$ cat src/source/merge_packet_pkg.sv
// --------------------
// Packet layout and FIFO sizing for the merge data generator.
// Referenced by scoped name from the FIFOs, the join and the top level.
// --------------------
`default_nettype none

package merge_packet_pkg;

    // --------------------
    // Lanes and fields
    // --------------------
    localparam int LANE_COUNT  = 4;
    localparam int FIELD_COUNT = LANE_COUNT;
    localparam int FIELD_W     = 32;
    localparam int META_W      = 16;

    // --------------------
    // FIFO sizing
    // --------------------
    localparam int FIFO_DEPTH  = 16;
    localparam int PROG_THRESH = 8;
    localparam int FIFO_PTR_W  = $clog2(FIFO_DEPTH);
    localparam int FIFO_CNT_W  = FIFO_PTR_W + 1;

    typedef logic [FIFO_PTR_W-1:0] fifo_ptr_t;
    typedef logic [FIFO_CNT_W-1:0] fifo_cnt_t;

    // Fill levels for the status flags
    localparam fifo_cnt_t FULL_LEVEL = fifo_cnt_t'(FIFO_DEPTH);
    localparam fifo_cnt_t PROG_LEVEL = fifo_cnt_t'(PROG_THRESH);

    // One meta word and FIELD_COUNT fields, 144 bits
    typedef struct packed {
        logic [META_W-1:0]                    meta;
        logic [FIELD_COUNT-1:0][FIELD_W-1:0] field;
    } packet_t;

endpackage

`default_nettype wire

$ cat src/source/merge_ctrl_pkg.sv
// --------------------
// Controller states and configuration types of the merge engine.
// Shared by the control FSM, the join and the top level.
// --------------------
`default_nettype none

package merge_ctrl_pkg;

    // --------------------
    // Controller states
    // --------------------
    typedef enum logic [3:0] {
        RESET,
        IDLE,
        SETUP_WAIT,
        SETUP_REQ,
        SETUP,
        START,
        BUSY,
        PAUSE,
        DONE
    } gen_state_e;

    // One enable bit per lane, bit 0 is ignored
    typedef logic [merge_packet_pkg::LANE_COUNT-1:0] merge_mask_t;

    // --------------------
    // Packet count
    // --------------------
    localparam int COUNT_W = 16;

    typedef logic [COUNT_W-1:0] packet_count_t;

endpackage

`default_nettype wire

$ cat src/source/merge_control_fsm.sv
// --------------------
// Control FSM of the merge engine.
// Fetches one configuration per start, runs the join and reports done.
// --------------------
`default_nettype none

module merge_control_fsm (
    input  logic                          ap_clk,
    input  logic                          areset_generator,
    input  logic                          start,
    input  logic                          config_ready,
    input  logic                          config_valid,
    input  merge_ctrl_pkg::merge_mask_t   config_mask,
    input  merge_ctrl_pkg::packet_count_t config_count,
    input  logic                          out_prog_full,
    input  logic                          last_merged,
    input  logic                          all_empty,
    output logic                          config_request,
    output logic                          running,
    output merge_ctrl_pkg::merge_mask_t   mask,
    output merge_ctrl_pkg::packet_count_t count,
    output logic                          done
);

    merge_ctrl_pkg::gen_state_e state;
    merge_ctrl_pkg::gen_state_e next_state;

    // --------------------
    // State register
    // --------------------
    always_ff @(posedge ap_clk) begin
        if (areset_generator) begin
            state <= merge_ctrl_pkg::RESET;
        end else begin
            state <= next_state;
        end
    end

    always_comb begin
        next_state = state;
        case (state)
            merge_ctrl_pkg::RESET: begin
                next_state = merge_ctrl_pkg::IDLE;
            end
            merge_ctrl_pkg::IDLE, merge_ctrl_pkg::DONE: begin
                if (start) begin
                    next_state = merge_ctrl_pkg::SETUP_WAIT;
                end
            end
            merge_ctrl_pkg::SETUP_WAIT: begin
                if (config_ready) begin
                    next_state = merge_ctrl_pkg::SETUP_REQ;
                end
            end
            merge_ctrl_pkg::SETUP_REQ: begin
                next_state = merge_ctrl_pkg::SETUP;
            end
            merge_ctrl_pkg::SETUP: begin
                if (config_valid) begin
                    next_state = merge_ctrl_pkg::START;
                end
            end
            merge_ctrl_pkg::START: begin
                next_state = merge_ctrl_pkg::BUSY;
            end
            merge_ctrl_pkg::BUSY: begin
                if (last_merged) begin
                    next_state = merge_ctrl_pkg::DONE;
                end else if (out_prog_full) begin
                    next_state = merge_ctrl_pkg::PAUSE;
                end
            end
            merge_ctrl_pkg::PAUSE: begin
                // A capture in flight can still finish the run
                if (last_merged) begin
                    next_state = merge_ctrl_pkg::DONE;
                end else if (!out_prog_full) begin
                    next_state = merge_ctrl_pkg::BUSY;
                end
            end
            default: begin
                next_state = merge_ctrl_pkg::RESET;
            end
        endcase
    end

    // One request pulse per start
    assign config_request = (state == merge_ctrl_pkg::SETUP_REQ);

    assign running = (state == merge_ctrl_pkg::START) ||
                     (state == merge_ctrl_pkg::BUSY)  ||
                     (state == merge_ctrl_pkg::PAUSE);

    // --------------------
    // Configuration and done
    // --------------------
    always_ff @(posedge ap_clk) begin
        if (areset_generator) begin
            mask  <= '1;
            count <= '0;
            done  <= 1'b0;
        end else begin
            if (state == merge_ctrl_pkg::SETUP && config_valid) begin
                mask  <= config_mask;
                count <= config_count;
            end
            // Done waits for the output side to drain
            if (start) begin
                done <= 1'b0;
            end else if (state == merge_ctrl_pkg::DONE && all_empty) begin
                done <= 1'b1;
            end
        end
    end

endmodule

`default_nettype wire

$ cat config.mk
export PLATFORM = sky130hd
export DESIGN_NAME = merge_control_fsm
export DESIGN_NICKNAME = d
export VERILOG_FILES = /design/src/source/merge_packet_pkg.sv /design/src/source/merge_ctrl_pkg.sv /design/src/source/merge_control_fsm.sv
export SDC_FILE = /design/constraint.sdc
export NUM_CORES = 1
export LEC_CHECK = 0
export BUFFER_PORTS_ARGS = -buffer_cell sky130_fd_sc_hd__buf_2
export CAP_MARGIN = 20
export CORE_MARGIN = 4
export CORE_UTILIZATION = 40
export DETAILED_ROUTE_END_ITERATION = 12
export PLACE_DENSITY_LB_ADDON = 0.12
export SLEW_MARGIN = 20
export SYNTH_ARGS = -nofsm -noshare
export SYNTH_HDL_FRONTEND = slang
export SYNTH_SLANG_ARGS = --single-unit
$ cat constraint.sdc
create_clock -name ap_clk -period 1.6 [get_ports ap_clk]
set_clock_uncertainty 0.2 [all_clocks]
set_input_delay 0.16 -clock ap_clk [delete_from_list [all_inputs] [get_ports ap_clk]]
set_output_delay 0.16 -clock ap_clk [all_outputs]
set_load 0.02 [all_outputs]
### Word-level counts from Yosys, hierarchy flattened

Cells that the tools add are included.

| operators by class | value |
|---|---|
| eq/ne operators | 13 |
| multiplexer cells | 8 |
| reductions and logical operators | 8 |

Operators with widths:

| cell | number |
|---|---|
| 4-bit case mux with 8 select lines | 1 |
| 4-bit two-way mux | 7 |
| 4-bit by 3-bit equality test with 1-bit output (second input constant) | 4 |
| 4-bit by 2-bit equality test with 1-bit output (second input constant) | 2 |
| 2-bit inequality test (second input constant) | 3 |
| 3-bit inequality test (second input constant) | 2 |
| 5-bit AND reduction | 1 |
| 4-bit by 1-bit equality test with 1-bit output (second input constant) | 1 |
| 4-bit equality test (second input constant) | 1 |
| 4-bit zero test | 1 |
| 2-bit OR reduction | 2 |
| 1-bit logical AND | 2 |
| 1-bit logical OR | 2 |

| storage, ports and cells | value |
|---|---|
| register bits after elaboration | 25 |
| input port bits | 28 |
| output and inout port bits | 23 |
| word-level logic and storage cells | 33 |

### Depth between registers and ports, before layout

| logic depth | value |
|---|---|
| word-level depth | 4 |
| mapped depth | 6 |
| depth with buffers taken out | 4 |

### Least setup slack after synthesis

OpenSTA, ideal clock, no wires.

| timing path | value |
|---|---|
| path type | register -> register |
| from | reg state[0] |
| to | reg state[1] |
| library setup time | 0.133 ns |
| data arrival time | 1.224 ns |
| data required time | 1.267 ns |
| slack | 0.043 ns |
| cell stages (with the launch flop) | 6 |
| buffers on the path | 1 |
| clock period less this slack | 1.557 ns |
| path through | dfxtp_1 -> buf_4 -> xor2_1 -> or4_1 -> a31oi_1 -> a311oi_1 |

| between the ends | value |
|---|---|
| longest elaborated chain between the ends | 4 |
| elaborated cells between the ends (all ways) | 17 |
| those cells by class | eq/ne (13); mux (1); reduce/logical (3) |

Ends and longest elaborated chain:

| element | line | source |
|---|---|---|
| start, declared | merge_control_fsm.sv:25 | `merge_ctrl_pkg::gen_state_e state;` |
| start signal, assigned | merge_control_fsm.sv:33 | `state <= merge_ctrl_pkg::RESET;` |
| start signal, assigned | merge_control_fsm.sv:35 | `state <= next_state;` |
| 4-bit equality test / 4-bit by 1-bit equality test with 1-bit output (equally long branches) | merge_control_fsm.sv:41 | `case (state)` |
| 2-bit OR reduction | merge_control_fsm.sv:41 |  |
| 2-bit inequality test (no source line) | - |  |
| 5-bit AND reduction (no source line) | - |  |

Parallel ways exist; a longest one is shown, timed or not.
A chain may end at the register's enable or synchronous reset.

### Worst setup path in the final report

| timing path | value |
|---|---|
| from | reg state[0] |
| to | out config_request |

| between the ends | value |
|---|---|
| longest elaborated chain between the ends | 1 |

Ends and longest elaborated chain:

| element | line | source |
|---|---|---|
| 4-bit by 2-bit equality test with 1-bit output | merge_control_fsm.sv:88 | `assign config_request = (state == merge_ctrl_pkg::SETUP_REQ);` |
| end, declared | merge_control_fsm.sv:18 | `output logic config_request,` |

Every way passes these cells.

==> impl_metrics.toml <==
[critical_path]
arrival_ns = 1.27
crit_end = "config_request"
rr_worst_depth = 4
path_max_fanout = 3
r2r_setup_slack_ns = 0
worstReg2RegStart = "state[3]"
criticalPathCategory = "reg -> out"
required_ns = 1.24
cp-end-kind = "output port"
start_kind = "flip-flop"
crit_path_start = "state[0]"
r2r-end = "state[1]"

[routing]
drc = 0
first_pass_iters = 4
dr_total_vias = 1205
wl_microns = 3000
drtAntennaViolNets = 0
drt_iter0_drc = 39
wl_per_cell_microns = 12.1
vias_per_cell = 4.86

[hold_path]
hold_class = "in -> reg"

[sta]
rsz0062_at_grt = "yes"
whs_ns = 0.0389
fin_crit_ns = 1.63
fin_setup_tns_ns = -0.0277
tightest_slew_ns = 0.416
layout_setup_ws_ns = -0.0277
setup_viol = 1
slew_headroom_pct = 72.3
hold_violations = 0
maxSlewViolCount = 0
max_freq_mhz = 614
min_period_over_period_pct = 102

[power_and_ir_drop]
power_leakage_nw = 0.789
ir_drop_v = 0.000874
total_power_mw = 1.76
powerDensity_nw_per_um2 = 1000

[cells_and_area]
diodes = 0
final_cell_area_sq_um = 1750
drive_gt1_share_pct = 37.2
area_delta_synth_final_pct = 65.1
fillers = 210
final_nets = 247

[grt]
grt.overflow.total = 0
first_global_vias = 1189
grtUsageTotal_pct = 18.7
antenna_found_initial = 0
grt_max_degree = 23
grt_pass1_wl_microns = 4990

[placement]
dp_hpwl_microns = 1990
globalplace.congestion = 0.709
port_buffers = 50
place_area_sq_um = 1370

[cts]
cts.clk_slew.worst_paths_ns = 0.13
h-tree-depth = 1
cts_made_buffers = 3
cts_tree = "done"
clockBufferDepth = 2
cts.sinks = 25
clock-root-buffer = "clkbuf_4"
clkLatencyLatePin_ns = 0.32

[floorplan]
core_area_sq_um = 2500
die_x_microns = 59.4
fp.dieH_microns = 59.4
placementRows = 18
start_util_pct = 42.3
die_area_sq_um = 3530
ios = 51

[synth]
synth_xor_area_share_pct = 1.65
yosysMostFrequentCell = "nand2_1"
synthArstFlopShare_pct = 0
ys_types = 29
synth_common_cells = "43 x nand2_1, 25 x dfxtp_1, 18 x a21oi_1"
synth_top_family_by_area = "simple AND/OR/NAND/NOR gates"
synth-seq-area-share_pct = 47.3
synth_area_leader_cell = "dfxtp_1"
synth_area_sq_um = 1060
synthMuxAreaShare_pct = 2.36
avgSynthCellArea_sq_um = 7.96
synth_nets = 161
synth_ff_type = "dfxtp_1"
post-synth-top-area-fraction_pct = 47.3
synth-compound-area-share_pct = 12.3
synth-edff-count = 0
synthSimpleGateAreaFrac_pct = 31.0
synthAdderAreaFrac_pct = 0
yosys_warnings = 0
ys_ff_latch = 25
netlist_top_cells_area = "dfxtp_1 47%, nand2_1 15%, a21oi_1 8.5%"
netlist_instances = 133

[status]
outcome = "complete, but fails checks"
violations = "setup timing"

[run]
cap_viol_max_count = 0
==> critical path, stage by stage (launching register included) <==
cell	delay, ns
dfxtp_4	0.38
buf_6	0.11
and3b_1	0.18
nor2b_1	0.13
buf_4	0.15
==> metal layers <==
metal / vias to the layer above / wire, microns / global-route usage (%) / part of all wire (%)
met5: - / 0 / 0 / 0
met4: 0 / 53 / 9.71 / 1.8
met2: 37 / 1510 / 32.8 / 51
met3: 4 / 196 / 4.58 / 6.5
li1: 615 / - / - / -
met1: 549 / 1230 / 20.7 / 41
==> kinds of logic (layout without fill, tap and decap cells) <==
family,after synthesis,count (layout)
mux,2,2
flops,25,25
simple gates,70,70
xor+xnor,2,2
compound gates,23,23
buf+inv,11,96
==> where the power goes <==
part / total [mW] / switching, mW / internal [mW]
Combinational: 0.742 / 0.338 / 0.404
Sequential: 0.735 / 0.0475 / 0.687
Clock: 0.279 / 0.182 / 0.0976
Total: 1.76 / 0.567 / 1.19
==> layout by cell type (no fill, tap or decap) <==
cell,n
buf_2,48
dfxtp_1,21
dlygate4sd3_1,22
a311oi_1,1
nor2_1,4
buf_12,1
o211ai_1,1
nor2_4,1
dfxtp_4,3
buf_6,4
nand3_1,5
mux2_4,1
o21ai_1,1
buf_4,16
nor2b_4,1
and3_1,2
nor4b_4,1
nor4_1,3
clkbuf_1,1
nand2_1,43
xnor2_1,1
nand4_1,1
inv_1,1
nor3b_1,2
a211oi_2,1
dfxtp_2,1
a21oi_1,18
nor3_1,2
xor2_1,1
a31oi_1,1
clkbuf_4,3
or4_1,2
mux2i_1,1
nor2b_1,2
and3b_1,1
==> cell type report <==
type | instances | area, sq um | area share, %
flip-flops and latches | 25 | 513 | 29.3
multi-input cells | 97 | 522 | 29.8
repair buffers | 91 | 646 | 36.9
inverters | 1 | 3.75 | 0.215
well taps | 30 | 37.5 | 2.15
clock buffers | 4 | 26.3 | 1.50
==> what timing repair did <==
| item | in CTS | in global routing |
|---|---|---|
| cloned | 0 | 0 |
| gates resized for setup | 13 | 4 |
| hold buffers | 22 | 0 |
| endpoints found under the hold margin | 21 | 0 |
| buffers inserted | 8 | 1 |
| endpoints found under the setup margin | 3 | 6 |
| pin swaps | 1 | 0 |
==> per-stage QoR <==
step / std cells / utilization (%) / setup slack [ns]
CTS: 247 / 68.9 / -0.0202
floorplan: 133 / - / 0.0427
global placement: 213 / 54.7 / 0.0137
detailed placement: 213 / 54.7 / -0.0379
finish: 248 / 69.9 / -0.0277
global route: 248 / 69.9 / -0.0981
==> flip-flops by register name, summed over array words and instances, names as in the netlist <==
signal  cells
done        1
state       4
count      16
mask        4
==> worst min path at each step <==
stage	start	end	slack (ns)	depth (start not counted)
after detailed placement	config_mask[2]	mask[2]	0.17	3
after global placement	config_mask[3]	mask[3]	0.17	3
after global routing	areset_generator	state[3]	0.05	2
after floorplan	start	done	0.04	1
after CTS	last_merged	state[1]	0.03	4
final	areset_generator	state[3]	0.04	2
Note: power is estimated with default switching activity, not from simulation.
