--- config.mk ---
export PLATFORM = sky130hd
export DESIGN_NAME = packet_fifo_flat
export DESIGN_NICKNAME = d
export VERILOG_FILES = /design/src/source/merge_packet_pkg.sv /design/src/source/packet_fifo_if.sv /design/src/source/packet_fifo.sv /design/src/flat_wrapper.sv
export SDC_FILE = /design/constraint.sdc
export NUM_CORES = 2
export LEC_CHECK = 0
export ABC_AREA = 1
export BUFFER_PORTS_ARGS = -buffer_cell sky130_fd_sc_hd__buf_2
export CAP_MARGIN = 20
export CORE_MARGIN = 2
export CORE_UTILIZATION = 56
export CTS_BUF_LIST = sky130_fd_sc_hd__clkbuf_16
export DETAILED_ROUTE_END_ITERATION = 10
export PLACE_DENSITY = 0.76
export SETUP_SLACK_MARGIN = 0.15
export SLEW_MARGIN = 20
export SYNTH_ARGS = -nofsm -noshare
export SYNTH_HDL_FRONTEND = slang
export SYNTH_SLANG_ARGS = --single-unit
--- constraint.sdc ---
create_clock -name ap_clk -period 8.3 [get_ports ap_clk]
set_clock_uncertainty 0.2 [all_clocks]
set_input_delay 0.83 -clock ap_clk [delete_from_list [all_inputs] [get_ports ap_clk]]
set_output_delay 0.83 -clock ap_clk [all_outputs]
set_load 0.05 [all_outputs]
--- src/source/merge_packet_pkg.sv ---
// --------------------
// Packet layout and FIFO sizing for the merge data generator.
// Referenced by scoped name from the FIFOs, the join and the top level.
// --------------------
`default_nettype none

package merge_packet_pkg;

    // --------------------
    // Lanes and fields
    // --------------------
    localparam int LANE_COUNT  = 4;
    localparam int FIELD_COUNT = LANE_COUNT;
    localparam int FIELD_W     = 32;
    localparam int META_W      = 16;

    // --------------------
    // FIFO sizing
    // --------------------
    localparam int FIFO_DEPTH  = 16;
    localparam int PROG_THRESH = 8;
    localparam int FIFO_PTR_W  = $clog2(FIFO_DEPTH);
    localparam int FIFO_CNT_W  = FIFO_PTR_W + 1;

    typedef logic [FIFO_PTR_W-1:0] fifo_ptr_t;
    typedef logic [FIFO_CNT_W-1:0] fifo_cnt_t;

    // Fill levels for the status flags
    localparam fifo_cnt_t FULL_LEVEL = fifo_cnt_t'(FIFO_DEPTH);
    localparam fifo_cnt_t PROG_LEVEL = fifo_cnt_t'(PROG_THRESH);

    // One meta word and FIELD_COUNT fields, 144 bits
    typedef struct packed {
        logic [META_W-1:0]                    meta;
        logic [FIELD_COUNT-1:0][FIELD_W-1:0] field;
    } packet_t;

endpackage

`default_nettype wire

--- src/source/packet_fifo_if.sv ---
// --------------------
// Read side of a packet FIFO.
// The FIFO takes the producer end, the reader takes the consumer end.
// --------------------
`default_nettype none

interface packet_fifo_if;

    logic                      pop;
    logic                      valid;
    merge_packet_pkg::packet_t data;
    logic                      empty;
    logic                      prog_full;

    modport producer (input pop, output valid, data, empty, prog_full);

    modport consumer (output pop, input valid, data, empty, prog_full);

endinterface

`default_nettype wire

--- src/source/packet_fifo.sv ---
// --------------------
// Synchronous packet FIFO with a registered read port.
// A pop on a non-empty FIFO gives valid data one cycle later.
// --------------------
`default_nettype none

module packet_fifo (
    input  logic                      ap_clk,
    input  logic                      areset_generator,
    input  logic                      push,
    input  merge_packet_pkg::packet_t din,
    output logic                      full,
    packet_fifo_if.producer           rd
);

    merge_packet_pkg::packet_t mem [merge_packet_pkg::FIFO_DEPTH];

    merge_packet_pkg::fifo_ptr_t wr_ptr;
    merge_packet_pkg::fifo_ptr_t rd_ptr;
    merge_packet_pkg::fifo_cnt_t fill;

    logic do_push;
    logic do_pop;

    // Status flags straight from the occupancy count
    assign full         = (fill == merge_packet_pkg::FULL_LEVEL);
    assign rd.empty     = (fill == '0);
    assign rd.prog_full = (fill >= merge_packet_pkg::PROG_LEVEL);

    // Pushes while full and pops while empty are dropped
    assign do_push = push & ~full;
    assign do_pop  = rd.pop & ~rd.empty;

    // --------------------
    // Pointers and count
    // --------------------
    always_ff @(posedge ap_clk) begin
        if (areset_generator) begin
            wr_ptr   <= '0;
            rd_ptr   <= '0;
            fill     <= '0;
            rd.valid <= 1'b0;
        end else begin
            rd.valid <= do_pop;
            if (do_push) begin
                wr_ptr <= wr_ptr + 1'b1;
            end
            if (do_pop) begin
                rd_ptr <= rd_ptr + 1'b1;
            end
            case ({do_push, do_pop})
                2'b10:   fill <= fill + 1'b1;
                2'b01:   fill <= fill - 1'b1;
                default: fill <= fill;
            endcase
        end
    end

    // --------------------
    // Storage and read data
    // --------------------
    always_ff @(posedge ap_clk) begin
        if (do_push) begin
            mem[wr_ptr] <= din;
        end
        if (do_pop) begin
            rd.data <= mem[rd_ptr];
        end
    end

endmodule

`default_nettype wire

--- src/flat_wrapper.sv ---
// flat-port wrapper written by rule: the top's interface ports become plain ports
module packet_fifo_flat 
  (ap_clk, areset_generator, push, din, full, rd_pop, rd_valid, rd_data, rd_empty, rd_prog_full);
  packet_fifo_if rd_i ();
  input  logic ap_clk;
  input  logic areset_generator;
  input  logic push;
  input  merge_packet_pkg::packet_t din;
  output logic full;
  input wire logic [$bits(rd_i.pop)-1:0] rd_pop;
  output wire logic [$bits(rd_i.valid)-1:0] rd_valid;
  output wire logic [$bits(rd_i.data)-1:0] rd_data;
  output wire logic [$bits(rd_i.empty)-1:0] rd_empty;
  output wire logic [$bits(rd_i.prog_full)-1:0] rd_prog_full;
  assign rd_i.pop = rd_pop;
  assign rd_valid = rd_i.valid;
  assign rd_data = rd_i.data;
  assign rd_empty = rd_i.empty;
  assign rd_prog_full = rd_i.prog_full;
  packet_fifo u_core (.ap_clk(ap_clk), .areset_generator(areset_generator), .push(push), .din(din), .full(full), .rd(rd_i));
endmodule
Yosys cells after proc, flatten, opt, wreduce, memory -nomap -nowiden --
Memories as Yosys holds them, arrays and structs flattened. A register that Yosys moved wholly into a read port is not among the register bits. Cells that the tools add are included.
Operators by class: add/subtract/negate cells 4, magnitude comparators 1, equality and inequality tests 3, muxes and demuxes 3, bitwise operators 4, reduce and logical (&&, ||, !) cells 2
Operator list (number):
- $pmux W5 S2 | 1
- $add A4 B1 Y4 const B | 2
- $add A5 B1 Y5 const B | 1
- $eq A5 B5 Y1 const B | 1
- $ge A5 B4 Y1 const B | 1
- $logic_not A5 Y1 | 1
- $sub A5 B1 Y5 const B | 1
- $and A1 B1 Y1 | 2
- $eq A2 B1 Y1 const B | 1
- $eq A2 B2 Y1 const B | 1
- $mux W1 | 2
- $not A1 Y1 | 2
- $reduce_bool A2 Y1 | 1
Word-level totals: register bits 14, RAM bits 2304, input bits 148, output and inout bits 148, word-level logic and storage cells 22, memories 1
Memories:
- u_core.mem | depth 16, width 144, rd ports 1, clocked after memory_dff 1, write ports 1, line packet_fifo.sv:16 | merge_packet_pkg::packet_t mem [merge_packet_pkg::FIFO_DEPTH];

Longest topological paths before layout --
word-level depth 5, gate-level depth with buffers 12, gate-level depth less buffers 12

Least setup slack after synthesis --
No wires, ideal clock.
kind input port to flip-flop, from input push, to memory u_core.mem[0][0] in the netlist's numbering (enable), setup time 0.649 ns, data arrival time 7.152 ns, path slack 0.298 ns, stages on the path 4, buffers on the path 0, cells stage by stage nand2_1 > inv_1 > nand2_1 > nor2_1
On the way: longest elaborated chain between the ends 3
Ends and longest elaborated chain:
- from (decl) | line flat_wrapper.sv:7 | input logic push;
- $and A1 B1 Y1 | line packet_fifo.sv:31 | assign do_push = push & ~full;
- $mux W1 | line packet_fifo.sv:63 | if (do_push) begin
- $mux W1 (implied by the code) | line packet_fifo.sv:64 | mem[wr_ptr] <= din;
- to (decl) | line packet_fifo.sv:16
No other way between the ends.

Worst setup path after layout --
from register u_core.fill[0], to memory u_core.mem[8][111] in the netlist's numbering (enable)
On the way: longest elaborated chain between the ends 5
Ends and longest elaborated chain:
- from (decl) | line packet_fifo.sv:20 | merge_packet_pkg::fifo_cnt_t fill;
- from (signal assigned) | line packet_fifo.sv:52 | 2'b10: fill <= fill + 1'b1;
- from (signal assigned) | line packet_fifo.sv:53 | 2'b01: fill <= fill - 1'b1;
- from (signal assigned) | line packet_fifo.sv:54 | default: fill <= fill;
- $eq A5 B5 Y1 | line packet_fifo.sv:26 | assign full = (fill == merge_packet_pkg::FULL_LEVEL);
- $not A1 Y1 | line packet_fifo.sv:31
- $and A1 B1 Y1 | line packet_fifo.sv:31
- $mux W1 | line packet_fifo.sv:63
- $mux W1 (implied by the code) | line packet_fifo.sv:64
No other way between the ends.

==> key figures <==
Floorplanning
  • Ports: 296
  • Die height: 428 um
  • Die ar.: 184000 um^2
  • Core area: 179000 um^2
  • Chip width: 428 um
  • Initial Utilization: 56.4%
  • Rows: 155

Pwr
  • Reg power frac: 45.6%
  • Sw frac: 32.3%
  • Total Power: 32700 uW
  • Total leakage power: 0.0449 uW
  • Comb pwr share: 22.8%
  • PD cells: 293 nW/um^2
  • VDD IR-drop max: 0.000245 V
  • Clk pwr share: 31.6%
  • Pint: 22200 uW
  • Psw: 10600 uW

CTS
  • CTS tree: yes
  • Worst skew pair latency: 0.88 ns
  • Worst-path clk slew: 0.06 ns
  • # resized after CTS: 0
  • CTS Sinks: 2462
  • H-tree depth: 4
  • Clk root buf: clkbuf_16
  • TritonCTS Buffers: 229
  • Max Root-Sink Buffers: 3

Yosys
  • Sequential share of the synthesized area: 73.1%
  • Largest family of logic cells by synthesized area: simple AND/OR/NAND/NOR gates
  • Synthesized cell area: 101000 um^2
  • Mux share of post-synthesis cell area: 0%
  • Yosys warns: 0
  • Synth top area cells: edfxtp_1, nand2_1, nand3_1, inv_1, buf_2
  • Avg Inst Size Synth: 11.3 um^2
  • Synth area leader: edfxtp_1
  • Synthesized net count: 9090
  • Synth Instances: 8932
  • Compound-gate portion of the synthesized area: 0.0645%
  • Post-Synth Simple-Gate Area: 20.3%
  • Number of synthesized flops with an enable pin: 2448
  • Yosys top cell area share: 72.9%
  • Post-synth ARST share: 0%
  • Post-synth top flop: edfxtp_1
  • Adder-cell share of the synthesized area: 0.131%
  • Flops & latches, synth: 2462
  • Post-synth cell types: 19
  • Xor and xnor area share after synthesis: 0.0347%

STA
  • Final setup TNS: 0 ns
  • Worst Tran Pin Value: 1.35 ns
  • RSZ-0062 raised after global routing: no
  • Minimum clock period: 3.99 ns
  • Post-layout worst setup margin: 4.31 ns
  • Final-report max-slew violation count: 0
  • Setup violators final: 0
  • Final period utilization: 48.1%
  • Max Fclk: 250 MHz
  • Hold Fails Final Rpt: 0
  • Slew HR: 10.0%

Layout
  • Sequential cell area: 73800 um^2
  • Layout filler cell count: 13100
  • Final nets: 9216
  • Multi-input gate area: 20800 um^2
  • Share of cells above drive strength 1: 7.78%
  • Final std cells w/o fill: 11600
  • Area delta synth->final: 10.7%
  • Final core utilization: 62.4%

GRT
  • Initial antenna violation count: 58
  • Largest net degree at the start of global routing: 238
  • First-pass GRT wire length: 380000 um
  • Remaining global-route overflow: 0
  • Vias in the first global route: 64400
  • Total track usage: 27.2%

Flow run
  • Number of max-cap violations: 0

Placement
  • Input/output buffers: 295
  • Final Wtd Congestion: 0.768
  • Place WS: 4.11 ns
  • Placed Instances: 11200
  • DPL Wire Length: 119000 um

Route
  • Met3 wire length: 24400 um
  • Vias: 65900
  • DRT iter0 DRCs: 8166
  • M1 WL: 96000 um
  • Residual DRC: 0
  • Routed wire length per instance: 21.7 um
  • DR top layer: met5
  • Wirelength, routed: 253000 um
  • DR vias/cell: 5.66
  • Met2 wire length: 123000 um
  • First-pass DRT Iterations: 6
  • ANT nets after route: 0

Setup path
  • WP data arrival: 4.27 ns
  • Crit Path Max Fanout: 100
  • Crit Path Class: reg2reg
  • Reg2reg setup slack: 4.31 ns
  • CP Launch Type: register
  • CP Capture Type: register
  • CP required: 8.58 ns

Run status
  • Status: finished, final reports clean

Worst hold path
  • Hold Crit Class: in2reg
==> area by class of cell <==
class,count,area share [%]
tap,2355,2.64
multi-input combinational,4907,18.7
inverter,1084,3.68
sequential,2462,66.1
clock buffer,230,5.16
clock inverter,202,1.54
timing repair buffer,374,2.13
antenna,30,0.0673
==> cells by family after synthesis <==
group | Yosys count
fa+ha+maj | 10
xor+xnor | 4
buf+inv | 1563
flops | 2462
simple gates | 4880
compound gates | 13
==> cell usage in the layout, fill, tap and decap left out, types with 22 or more instances in the layout <==
master | netlist | final
buf_4 | 23 | 51
clkinv_2 | 0 | 36
edfxtp_1 | 2448 | 2448
inv_1 | 1082 | 1135
buf_2 | 317 | 295
diode_2 | 0 | 30
nand2_1 | 3135 | 3135
nand3_1 | 1688 | 1688
buf_12 | 0 | 22
nor2_1 | 39 | 23
clkbuf_16 | 0 | 230
clkinv_1 | 0 | 61
bufinv_16 | 0 | 24
==> synthesized netlist by cell type (6+ instances only) <==
cell type	count
dfxtp_1	14
inv_1	1082
nand2_1	3135
clkbuf_1	86
ha_1	9
or2_1	11
buf_4	23
or2_2	7
o21ai_0	7
edfxtp_1	2448
buf_2	317
buf_1	49
nand3_1	1688
a21oi_1	6
nor2_1	39
==> registers in the layout (all words and copies together), names as in the netlist <==
| signal | cells |
|---|---|
| u_core.mem | 2304 |
| u_core.wr_ptr | 4 |
| u_core.rd.valid | 1 |
| u_core.rd_ptr | 4 |
| u_core.fill | 5 |
| u_core.rd.data | 144 |
==> metrics by stage <==
| stage | area [um^2] | hold slack (ns) |
|---|---|---|
| floorplan | 101000 | 0.290 |
| global placement | 104000 | 0.316 |
| detailed placement | 104000 | 0.332 |
| CTS | 112000 | 0.0156 |
| global route | 112000 | 0.0405 |
| finish | 112000 | 0.0816 |
==> final timing paths <==
check | start | endpoint | depth (start not counted)
setup / recovery | u_core.fill[0] | u_core.mem[8][111] | 8
hold / removal | push | u_core.wr_ptr[2] | 3
setup reg to reg | u_core.fill[0] | u_core.mem[8][111] | 8
hold reg to reg | u_core.wr_ptr[1] | u_core.wr_ptr[1] | 2
==> critical path, cell delays in order, from the launching register on <==
cell and delay (ns):
dfxtp_1 0.42, nor2_1 0.10, nand3_1 0.17, nand2_1 0.15, inv_1 0.17, nand2_1 0.27, nor2_4 0.58, buf_12 0.57
buf_4 0.63
==> power by group through the flow <==
stage / combinational, uW / clock [uW] / sequential (uW)
3_3_place_gp: 7200 / 0 / 15200
4_1_cts: 7420 / 10400 / 14900
6_report: 7460 / 10300 / 14900
2_1_floorplan: 4350 / 0 / 16100
3_5_place_dp: 7360 / 0 / 15200
5_1_grt: 8140 / 10900 / 14900
==> routing by layer <==
layer	GRT usage, %	up-vias
li1	-	30000
met3	5.37	453
met1	35.4	32000
met2	44.8	3412
met5	0	-
met4	11.6	38
==> timing repair <==
item                      in CTS  in global routing
buffers inserted               0                  0
hold endpoints to repair       1                  0
hold buffers                   1                  0
Power figures use the tool's default switching activity.
